<file path="src/source/memIssueTypes.sv">
/*
  Shared types, constants and the selective flush rule for the memory issue
  subsystem. Modules take what they need through a wildcard import.
*/
`default_nettype none

package memIssueTypes;

    // Active list position that wraps circularly
    typedef logic [3:0] activeListPtrT;
    typedef logic [1:0] queuePtrT;
    // Op kinds are load 0, store 1 and divide 2
    typedef logic [1:0] opTypeT;
    typedef logic [7:0] payloadT;

    localparam int queueDepth = 4;
    // Cycles the shared divider stays busy after an acquire
    localparam int divLockCycles = 5;
    localparam opTypeT opTypeDiv = 2'd2;

    typedef enum logic [1:0] {
        recoveryIdle,
        recoveryFlush,
        recoveryDrain
    } recoveryStateT;

    // True when ptr lies in the half-open range [head, tail) during recovery
    function automatic logic inFlushRange(
        input logic          toRecoveryPhase,
        input activeListPtrT head,
        input activeListPtrT tail,
        input logic          flushAll,
        input activeListPtrT ptr
    );
        activeListPtrT ptrDist;
        activeListPtrT rangeDist;
        ptrDist = ptr - head;
        rangeDist = tail - head;
        return toRecoveryPhase && (flushAll || (ptrDist < rangeDist));
    endfunction

endpackage

`default_nettype wire

</file>
<file path="src/source/divLockTimer.sv">
/*
  Busy timer for the shared divider. An acquire reloads the count and the
  divider reads as busy until it reaches zero.
*/
`timescale 1ns/1ps
`default_nettype none

module divLockTimer
    import memIssueTypes::*;
(
    input  wire logic clk,
    input  wire logic rstN,
    input  wire logic divAcquire,
    output logic      divBusy
);

    localparam int countWidth = $clog2(divLockCycles + 1);

    logic [countWidth-1:0] count;

    always_ff @(posedge clk) begin
        if (!rstN) begin
            count <= '0;
        end else if (divAcquire) begin
            count <= countWidth'(divLockCycles);
        end else if (count != '0) begin
            count <= count - 1'b1;
        end
    end

    // Busy for exactly divLockCycles cycles after the acquire edge
    assign divBusy = count != '0;

endmodule

`default_nettype wire

</file>
<file path="src/source/recoveryManager.sv">
/*
  Recovery control for selective flushes. Latches the flushed active-list
  range, raises the recovery phase for one cycle and blocks dispatch until a
  drain cycle has passed.
*/
`timescale 1ns/1ps
`default_nettype none

module recoveryManager
    import memIssueTypes::*;
(
    input  wire logic          clk,
    input  wire logic          rstN,
    input  wire logic          flushReq,
    input  wire activeListPtrT flushHead,
    input  wire activeListPtrT flushTail,
    input  wire logic          flushAll,
    output logic               toRecoveryPhase,
    output activeListPtrT      rangeHead,
    output activeListPtrT      rangeTail,
    output logic               rangeAll,
    output logic               dispatchBlock
);

    recoveryStateT state;
    recoveryStateT nextState;
    logic accept;

    // Requests are only taken while idle
    assign accept = flushReq && state == recoveryIdle;

    always_comb begin
        nextState = state;
        case (state)
            recoveryIdle: begin
                if (flushReq) begin
                    nextState = recoveryFlush;
                end
            end
            recoveryFlush: begin
                nextState = recoveryDrain;
            end
            recoveryDrain: begin
                nextState = recoveryIdle;
            end
            default: begin
                nextState = recoveryIdle;
            end
        endcase
    end

    always_ff @(posedge clk) begin
        if (!rstN) begin
            state <= recoveryIdle;
        end else begin
            state <= nextState;
        end
    end

    always_ff @(posedge clk) begin
        if (accept) begin
            rangeHead <= flushHead;
            rangeTail <= flushTail;
            rangeAll <= flushAll;
        end
    end

    assign toRecoveryPhase = state == recoveryFlush;
    // Covers both the flush and the drain cycle
    assign dispatchBlock = state != recoveryIdle;

endmodule

`default_nettype wire

</file>
<file path="src/source/memIssueQueue.sv">
/*
  Four-entry memory issue queue. Ops are written in program order, the oldest
  unselected one is offered to the issue stage, and entries are freed on issue
  or by a selective flush. Age ranks are compacted whenever entries leave.
*/
`timescale 1ns/1ps
`default_nettype none

module memIssueQueue
    import memIssueTypes::*;
(
    input  wire logic          clk,
    input  wire logic          rstN,
    input  wire logic          dispatchValid,
    input  wire activeListPtrT dispatchPtr,
    input  wire opTypeT        dispatchType,
    input  wire payloadT       dispatchPayload,
    output logic               queueFull,
    input  wire logic          stageStall,
    input  wire logic          issueStrobe,
    input  wire queuePtrT      issuePtr,
    input  wire logic          toRecoveryPhase,
    input  wire activeListPtrT rangeHead,
    input  wire activeListPtrT rangeTail,
    input  wire logic          rangeAll,
    output logic               selValid,
    output queuePtrT           selPtr,
    output activeListPtrT      selAlPtr,
    output opTypeT             selType,
    output payloadT            selPayload
);

    logic          entValid    [queueDepth];
    logic          entSelected [queueDepth];
    queuePtrT      entRank     [queueDepth];
    activeListPtrT entAlPtr    [queueDepth];
    opTypeT        entType     [queueDepth];
    payloadT       entPayload  [queueDepth];

    logic     keep    [queueDepth];
    queuePtrT newRank [queueDepth];
    logic [2:0] numKept;
    logic     freeFound;
    queuePtrT freeIdx;
    logic     dispatchWrite;
    logic     markSel;
    queuePtrT bestRank;

    always_comb begin
        queueFull = 1'b1;
        for (int i = 0; i < queueDepth; i++) begin
            queueFull = queueFull && entValid[i];
        end
    end

    // Oldest valid entry not yet handed to the stage
    always_comb begin
        selValid = 1'b0;
        selPtr = '0;
        bestRank = '0;
        for (int i = 0; i < queueDepth; i++) begin
            if (entValid[i] && !entSelected[i] && (!selValid || entRank[i] < bestRank)) begin
                selValid = 1'b1;
                selPtr = queuePtrT'(i);
                bestRank = entRank[i];
            end
        end
        selAlPtr = entAlPtr[selPtr];
        selType = entType[selPtr];
        selPayload = entPayload[selPtr];
    end

    // Release on issue or flush, then compact ranks
    always_comb begin
        numKept = '0;
        for (int i = 0; i < queueDepth; i++) begin
            keep[i] = entValid[i]
                && !(issueStrobe && issuePtr == queuePtrT'(i))
                && !inFlushRange(toRecoveryPhase, rangeHead, rangeTail, rangeAll,
                                 entAlPtr[i]);
            numKept = numKept + {2'b00, keep[i]};
        end
        for (int i = 0; i < queueDepth; i++) begin
            newRank[i] = '0;
            for (int j = 0; j < queueDepth; j++) begin
                if (keep[j] && entRank[j] < entRank[i]) begin
                    newRank[i] = newRank[i] + 1'b1;
                end
            end
        end
    end

    // Lowest empty slot takes the next dispatch
    always_comb begin
        freeFound = 1'b0;
        freeIdx = '0;
        for (int i = queueDepth - 1; i >= 0; i--) begin
            if (!entValid[i]) begin
                freeFound = 1'b1;
                freeIdx = queuePtrT'(i);
            end
        end
    end

    assign dispatchWrite = dispatchValid && freeFound;
    assign markSel = selValid && !stageStall;

    always_ff @(posedge clk) begin
        if (!rstN) begin
            for (int i = 0; i < queueDepth; i++) begin
                entValid[i] <= 1'b0;
                entSelected[i] <= 1'b0;
                entRank[i] <= '0;
            end
        end else begin
            for (int i = 0; i < queueDepth; i++) begin
                if (dispatchWrite && freeIdx == queuePtrT'(i)) begin
                    entValid[i] <= 1'b1;
                    entSelected[i] <= 1'b0;
                    // Youngest op ranks behind every survivor
                    entRank[i] <= queuePtrT'(numKept);
                end else begin
                    entValid[i] <= keep[i];
                    entSelected[i] <= keep[i]
                        && (entSelected[i] || (markSel && selPtr == queuePtrT'(i)));
                    entRank[i] <= newRank[i];
                end
            end
        end
    end

    always_ff @(posedge clk) begin
        if (dispatchWrite) begin
            entAlPtr[freeIdx] <= dispatchPtr;
            entType[freeIdx] <= dispatchType;
            entPayload[freeIdx] <= dispatchPayload;
        end
    end

endmodule

`default_nettype wire

</file>
<file path="src/source/memIssueStage.sv">
/*
  One-lane memory issue stage. Holds the op picked by the queue, makes the
  final issue decision against stall, divider lock and flush, and registers
  the issued op toward register read.
*/
`timescale 1ns/1ps
`default_nettype none

module memIssueStage
    import memIssueTypes::*;
(
    input  wire logic          clk,
    input  wire logic          rstN,
    input  wire logic          stall,
    input  wire logic          selValid,
    input  wire queuePtrT      selPtr,
    input  wire activeListPtrT selAlPtr,
    input  wire opTypeT        selType,
    input  wire payloadT       selPayload,
    output logic               stageStall,
    input  wire logic          toRecoveryPhase,
    input  wire activeListPtrT rangeHead,
    input  wire activeListPtrT rangeTail,
    input  wire logic          rangeAll,
    input  wire logic          divBusy,
    output logic               issueStrobe,
    output queuePtrT           issuePtr,
    output logic               divAcquire,
    output logic               memOutValid,
    output activeListPtrT      memOutPtr,
    output opTypeT             memOutType,
    output payloadT            memOutPayload
);

    logic          stValid;
    queuePtrT      stQPtr;
    activeListPtrT stAlPtr;
    opTypeT        stType;
    payloadT       stPayload;

    logic flushHit;
    logic selFlushHit;
    logic issue;

    assign flushHit = inFlushRange(toRecoveryPhase, rangeHead, rangeTail, rangeAll, stAlPtr);
    assign selFlushHit = inFlushRange(toRecoveryPhase, rangeHead, rangeTail, rangeAll,
                                      selAlPtr);

    // Divide waits here until the shared divider frees up
    assign stageStall = stall || (stValid && stType == opTypeDiv && divBusy);

    assign issue = stValid && !stageStall && !flushHit;
    assign issueStrobe = issue;
    assign issuePtr = stQPtr;
    assign divAcquire = issue && stType == opTypeDiv;

    always_ff @(posedge clk) begin
        if (!rstN) begin
            stValid <= 1'b0;
        end else if (!stageStall) begin
            stValid <= selValid && !selFlushHit;
        end else begin
            stValid <= stValid && !flushHit;
        end
    end

    always_ff @(posedge clk) begin
        if (!stageStall) begin
            stQPtr <= selPtr;
            stAlPtr <= selAlPtr;
            stType <= selType;
            stPayload <= selPayload;
        end
    end

    // Register read side
    always_ff @(posedge clk) begin
        if (!rstN) begin
            memOutValid <= 1'b0;
        end else begin
            memOutValid <= issue;
        end
    end

    always_ff @(posedge clk) begin
        if (issue) begin
            memOutPtr <= stAlPtr;
            memOutType <= stType;
            memOutPayload <= stPayload;
        end
    end

endmodule

`default_nettype wire

</file>
<file path="src/source/memIssueTop.sv">
/*
  Top of the memory issue subsystem. Wires the issue queue, the issue stage,
  the recovery manager and the divider lock timer together.
*/
`timescale 1ns/1ps
`default_nettype none

module memIssueTop
    import memIssueTypes::*;
(
    input  wire logic          clk,
    input  wire logic          rstN,
    input  wire logic          stall,
    input  wire logic          dispatchValid,
    input  wire activeListPtrT dispatchPtr,
    input  wire opTypeT        dispatchType,
    input  wire payloadT       dispatchPayload,
    output logic               queueFull,
    output logic               dispatchBlock,
    input  wire logic          flushReq,
    input  wire activeListPtrT flushHead,
    input  wire activeListPtrT flushTail,
    input  wire logic          flushAll,
    output logic               memOutValid,
    output activeListPtrT      memOutPtr,
    output opTypeT             memOutType,
    output payloadT            memOutPayload
);

    logic          selValid;
    queuePtrT      selPtr;
    activeListPtrT selAlPtr;
    opTypeT        selType;
    payloadT       selPayload;
    logic          stageStall;
    logic          issueStrobe;
    queuePtrT      issuePtr;
    logic          divAcquire;
    logic          divBusy;
    logic          toRecoveryPhase;
    activeListPtrT rangeHead;
    activeListPtrT rangeTail;
    logic          rangeAll;
    logic          dispatchAccept;

    // Dispatch offered during recovery is dropped
    assign dispatchAccept = dispatchValid && !dispatchBlock;

    memIssueQueue queue (
        .clk, .rstN,
        .dispatchValid(dispatchAccept),
        .dispatchPtr, .dispatchType, .dispatchPayload, .queueFull,
        .stageStall, .issueStrobe, .issuePtr,
        .toRecoveryPhase, .rangeHead, .rangeTail, .rangeAll,
        .selValid, .selPtr, .selAlPtr, .selType, .selPayload
    );

    memIssueStage stage (
        .clk, .rstN, .stall,
        .selValid, .selPtr, .selAlPtr, .selType, .selPayload,
        .stageStall,
        .toRecoveryPhase, .rangeHead, .rangeTail, .rangeAll,
        .divBusy, .issueStrobe, .issuePtr, .divAcquire,
        .memOutValid, .memOutPtr, .memOutType, .memOutPayload
    );

    recoveryManager recovery (
        .clk, .rstN,
        .flushReq, .flushHead, .flushTail, .flushAll,
        .toRecoveryPhase, .rangeHead, .rangeTail, .rangeAll, .dispatchBlock
    );

    divLockTimer divTimer (
        .clk, .rstN, .divAcquire, .divBusy
    );

endmodule

`default_nettype wire

</file>
<file path="config.mk">
export PLATFORM = sky130hd
export DESIGN_NAME = memIssueTop
export DESIGN_NICKNAME = d
export VERILOG_FILES = /design/src/source/memIssueTypes.sv /design/src/source/divLockTimer.sv /design/src/source/recoveryManager.sv /design/src/source/memIssueQueue.sv /design/src/source/memIssueStage.sv /design/src/source/memIssueTop.sv
export SDC_FILE = /design/constraint.sdc
export NUM_CORES = 1
export LEC_CHECK = 0
export ABC_AREA = 0
export BUFFER_PORTS_ARGS = -buffer_cell sky130_fd_sc_hd__buf_2
export CAP_MARGIN = 25
export CELL_PAD_IN_SITES_DETAIL_PLACEMENT = 0
export CELL_PAD_IN_SITES_GLOBAL_PLACEMENT = 1
export CORE_MARGIN = 2
export CORE_UTILIZATION = 51
export DETAILED_ROUTE_END_ITERATION = 16
export PLACE_DENSITY_LB_ADDON = 0.1
export SYNTH_ARGS = -nofsm -noshare
export SYNTH_HDL_FRONTEND = slang
export SYNTH_HIERARCHICAL = 1
export SYNTH_SLANG_ARGS = --single-unit
</file>
<file path="constraint.sdc">
create_clock -name clk -period 15.2 [get_ports clk]
set_input_delay 0.76 -clock clk [delete_from_list [all_inputs] [get_ports clk]]
set_output_delay 0.76 -clock clk [all_outputs]
set_load 0.05 [all_outputs]
</file>
* Yosys cells after proc, flatten, opt, wreduce, memory -nomap -nowiden *
Memories as Yosys holds them, arrays and structs flattened. A register that Yosys moved wholly into a read port is not among the register bits.
Cells that the tools add are included.

operators by class
  $lt $le $gt $ge = 25
  bitwise operators = 25
  muxes and demuxes = 90
  reduce and logical (&&, ||, !) cells = 110
  add/subtract/negate cells = 23
  equal/unequal tests = 12

operators with widths
  kind                                                  number
  logical AND 1 bit                                     67
  2-to-1 mux 2 bit                                      30
  2-to-1 mux 1 bit                                      57
  < comparator 2 bit                                    19
  subtractor 4 bit                                      7
  < comparator 4 bit                                    6
  bitwise OR 1 bit                                      24
  zero test 1 bit                                       21
  adder 2 x 1 -> 2 bit (second input constant)          8
  equality test 2 bit (second input constant)           7
  logical OR 1 bit                                      14
  adder 1 x 1 -> 2 bit (second input constant)          4
  equality test 2 x 1 -> 1 bit (second input constant)  4
  zero test 2 bit                                       4
  2-to-1 mux 3 bit                                      2
  adder 2 x 1 -> 2 bit                                  2
  case mux 2 bit (2 select lines)                       1
  nonzero test 2 bit                                    2
  nonzero test 3 bit                                    1
  subtractor 3 x 1 -> 3 bit (second input constant)     1
  adder 1 x 1 -> 2 bit                                  1
  != test 2 bit (second input constant)                 1
  OR reduction 2 bit                                    1
  inverter 1 bit                                        1

word-level totals
  memories kept = 6
  register bits after elaboration = 36
  memory bits (writable) = 72

memories
  memory             depth  bits a word  read ports  clocked after memory_dff  wr ports  line                 text
  queue.entPayload   4      8            1           1                         1         memIssueQueue.sv:38  payloadT entPayload [queueDepth];
  queue.entAlPtr     4      4            5           0                         1         memIssueQueue.sv:36  activeListPtrT entAlPtr [queueDepth];
  queue.entRank      4      2            4           0                         4         memIssueQueue.sv:35  queuePtrT entRank [queueDepth];
  queue.entType      4      2            1           1                         1         memIssueQueue.sv:37  opTypeT entType [queueDepth];
  queue.entSelected  4      1            4           0                         4         memIssueQueue.sv:34  logic entSelected [queueDepth];
  queue.entValid     4      1            4           0                         4         memIssueQueue.sv:33  logic entValid [queueDepth];

* Logic depth before layout (Yosys ltp) *
An unclocked memory read counts as a cell.

  depth in word-level cells = 24
  gate-level depth with buffers = 32
  gate-level depth less buffers = 31

* Hierarchy *
Netlist, hierarchy kept.

modules (own cells, without submodules)
  module           cells an instance  area each (um^2)  times used
  memIssueQueue    427                4,601.9           1
  memIssueStage    97                 1,500.2           1
  recoveryManager  16                 355.3             1
  divLockTimer     19                 173.9             1
  memIssueTop      1                  13.8              1

* Worst setup path after synthesis *
No wires, ideal clock.

  kind = register to register
  start = memory queue.entValid[0]
  end = register stage.stValid
  setup time = 76 ps
  path buffers = 2
  cell stages (with the launch flop) = 32
  data required time = 15,124 ps
  clock period less this slack = 5,621 ps
  slack = 9,579 ps
  arrival time = 5,545 ps
  cells stage by stage = dfxtp_1 > and2b_2 > nand2_1 > ha_1 > a21o_1 > a21oi_2 > nor2_1 > a21oi_1 > ha_1 > o31ai_1 > nand2b_1 > a31oi_4 > buf_4 > inv_1 > mux2_2 > ha_1 > nor2_1 > a31oi_1 > nor2_1 > a31oi_1 > o21ai_2 > buf_2 > a22oi_1 > o21ai_0 > ha_1 > a21o_1 > a21oi_1 > xnor2_1 > ha_1 > o221ai_1 > and4b_1 > o22ai_2

RTL lines
  what                    line                 text
  start: declaration      memIssueQueue.sv:33
  end signal: assignment  memIssueStage.sv:61  stValid <= selValid && !selFlushHit;
  end signal: assignment  memIssueStage.sv:63  stValid <= stValid && !flushHit;
  end: declaration        memIssueStage.sv:35  logic stValid;

==> impl_metrics.toml <==
[outcome]
outcome = "completed"

[grt]
grt_first_pass_wirelength_um = 22490
overflow = 0
grt_pass1_vias = 4380
grt_max_degree = 34
grt_use_total_pct = 21.13
antenna_found_initial = 0

[clocking]
cts_made_buffers = 17
cts_buffer_depth = 2
clkSinkCount = 118
clkTransAtPathRegs_ns = 0.06
cts_htree_levels = 4
hold_buffers = 0
cts_resized = 0
post_cts_buffers = 0
cts_tree = "built"
cts_root_buf = "clkbuf_16"
worstSkewPairLatency_ns = 0.41

[logic_synthesis]
syn_inst = 560
synth.area.top_cells = "edfxtp_1 (47%), ha_1 (13%), dfxtp_1 (3.9%)"
synth_edf_count = 105
synth_area_leader_cell = "edfxtp_1"
syn_area_per_cell_um2 = 11.87
synth.distinct_cells = 63
ys_ff_latch = 118
yosys_warnings = 6
mappedNetlistArea_um2 = 6645
synth_top_area_share_pct = 47.45
synth-main-ff-cell = "edfxtp_1"
synth_seq_area_share_pct = 51.37
synthArstFlopShare_pct = 0

[timing]
setup_viol = 0
fin_crit_ns = 7.196
finalSetupTns_ns = 0
slew_headroom_pct = 35.34
final_max_slew_viol_count = 0
setup_slack_ns = 8.004
rsz0062_at_grt = "false"
worst_slew_pin_slew_ns = 0.9699
period_share_pct = 47.34
fmax_mhz = 139.0
hold_viol = 0
clock_skew_ns = 0.009491

[power_and_ir_drop]
total_power_mw = 0.9469
vdd_drop_max_mv = 0.06904
p_per_area_nw_per_um2 = 123.2
p_leak_nw = 3.180

[worst_setup_path]
cp-start-kind = "flop"
crit_path_max_incr_delay_ns = 0.73
endpoint_kind = "flop"
r2r_slack_ns = 8.00
worstPathRequired_ns = 15.53
cp_max_fo = 33
slowest_stage = "a21oi_2"
cp.arrival_ns = 7.53
critical_path_class = "flop to flop"
crit_top_cell = "ha_1"

[floorplan]
num_rows = 41
die_h_um = 118.1
num_io_pins = 45
die-area_um2 = 13960
coreArea_um2 = 12670
die_w_um = 118.1
start_util_pct = 52.44

[placed_design]
place_congestion = 0.8753
post-place-ws_ns = 8.039
numPlacedInstances = 780
place_hpwl_um = 9856
io_buffer_count = 44

[cells_and_area]
final_common_cell = "edfxtp_1"
fin_cells = 812
final_util_pct = 60.66
diodes = 0
mostFrequentLayoutCells = "edfxtp_1 (105), inv_1 (68), ha_1 (67), buf_2 (45), a21oi_1 (43)"
nets = 731
syn2layout_area_growth_pct = 15.67
drive_gt1_share_pct = 16.56

[route]
num_vias = 4241
route.detailed.drc = 0
drt_wl_total_um = 13700
dr.pass1.iters = 4
ant_nets = 0
drt_iter0_markers = 239
drt-vias-per-instance = 5.223
wl_per_cell_um = 16.87

[job]
maxCapViolations = 0

[min_path]
hold_path_class = "flop to flop"
-- power by group --
| part | internal, mW | total [mW] | switching [mW] |
|---|---|---|---|
| sequential | 0.376 | 0.389 | 0.0123 |
| clock | 0.242 | 0.388 | 0.146 |
| combinational | 0.0703 | 0.170 | 0.100 |
| total | 0.689 | 0.947 | 0.258 |
-- registers in the layout, indices dropped and copies added, names as in the netlist, 8 cells and up --
register             count
queue/entAlPtr          16
queue/entPayload        32
queue/entRank            8
queue/entType            8
stage/memOutPayload      8
stage/stPayload          8
-- cells in the mapped netlist (all sizes together), types with 2 or more instances --
master and count:
o21ai 27, a21boi 2, o21a 5, edfxtp 105, a21o 13, fa 9
nand3b 4, nor2 27, nand2 33, a31oi 9, ha 67, nor3 4
a22oi 13, a2111oi 4, nor2b 7, clkbuf 4, and2 2, nor3b 4
buf 6, mux2i 2, nand2b 18, o311a 2, nand3 7, dfxtp 13
and2b 2, xnor2 22, inv 69, or2 3, xor2 9, a211o 2
a21oi 46
-- worst paths after layout --
check | from | end | cells after the start
worst max register to register | queue/entValid[0] | stage/stValid | 31
worst max-delay path | queue/entValid[0] | stage/stValid | 31
worst min register to register | stage/stPayload[4] | stage/memOutPayload[4] | 0
worst min-delay path | stage/stPayload[4] | stage/memOutPayload[4] | 0
-- worst max-delay path, delay by kind of cell, from the launching register on --
| family | cells | cell delay, ns |
|---|---|---|
| adder cells (fa/ha/maj) | 6 | 1.70 |
| buffers and inverters | 4 | 0.63 |
| AO/OA/AOI/OAI | 13 | 2.93 |
| multiplexers | 1 | 0.32 |
| flip-flops | 1 | 0.45 |
| AND/OR/NAND/NOR | 7 | 1.05 |
-- final cells by class --
type / instances / area (um2)
sequential: 118 / 3413
clock inverter: 14 / 152.6
multi-input combinational: 372 / 2962
tap: 172 / 215.2
inverter: 69 / 259.0
timing repair buffer: 49 / 255.2
clock buffer: 18 / 429.2
fill: 1063 / 4985
-- layer usage --
metal / vias to the layer above / wire, um / GRT usage, %
li1: 2133 / - / -
met1: 2008 / 6020 / 26.40
met2: 83 / 6978 / 36.09
met3: 17 / 523 / 4.488
met4: 0 / 174 / 7.756
met5: - / 0 / 0
-- metrics by stage --
stage | cell area [um2] | hold WS, ns
2_1_floorplan | 6679 | 0.4003
3_3_place_gp | 7099 | 0.4016
3_5_place_dp | 7104 | 0.4045
4_1_cts | 7686 | 0.4170
5_1_grt | 7686 | 0.4230
6_report | 7686 | 0.4155
-- logic make-up after synthesis --
family,after synthesis,synth area share (%)
adder cells (fa/ha/maj),77,15.50
XOR/XNOR,31,4.199
buffers and inverters,79,4.707
AND/OR/NAND/NOR,118,9.565
AO/OA/AOI/OAI,133,14.14
multiplexers,3,0.4707
other,1,0.05643
flip-flops,118,51.37
Power figures use the tool's default switching activity.
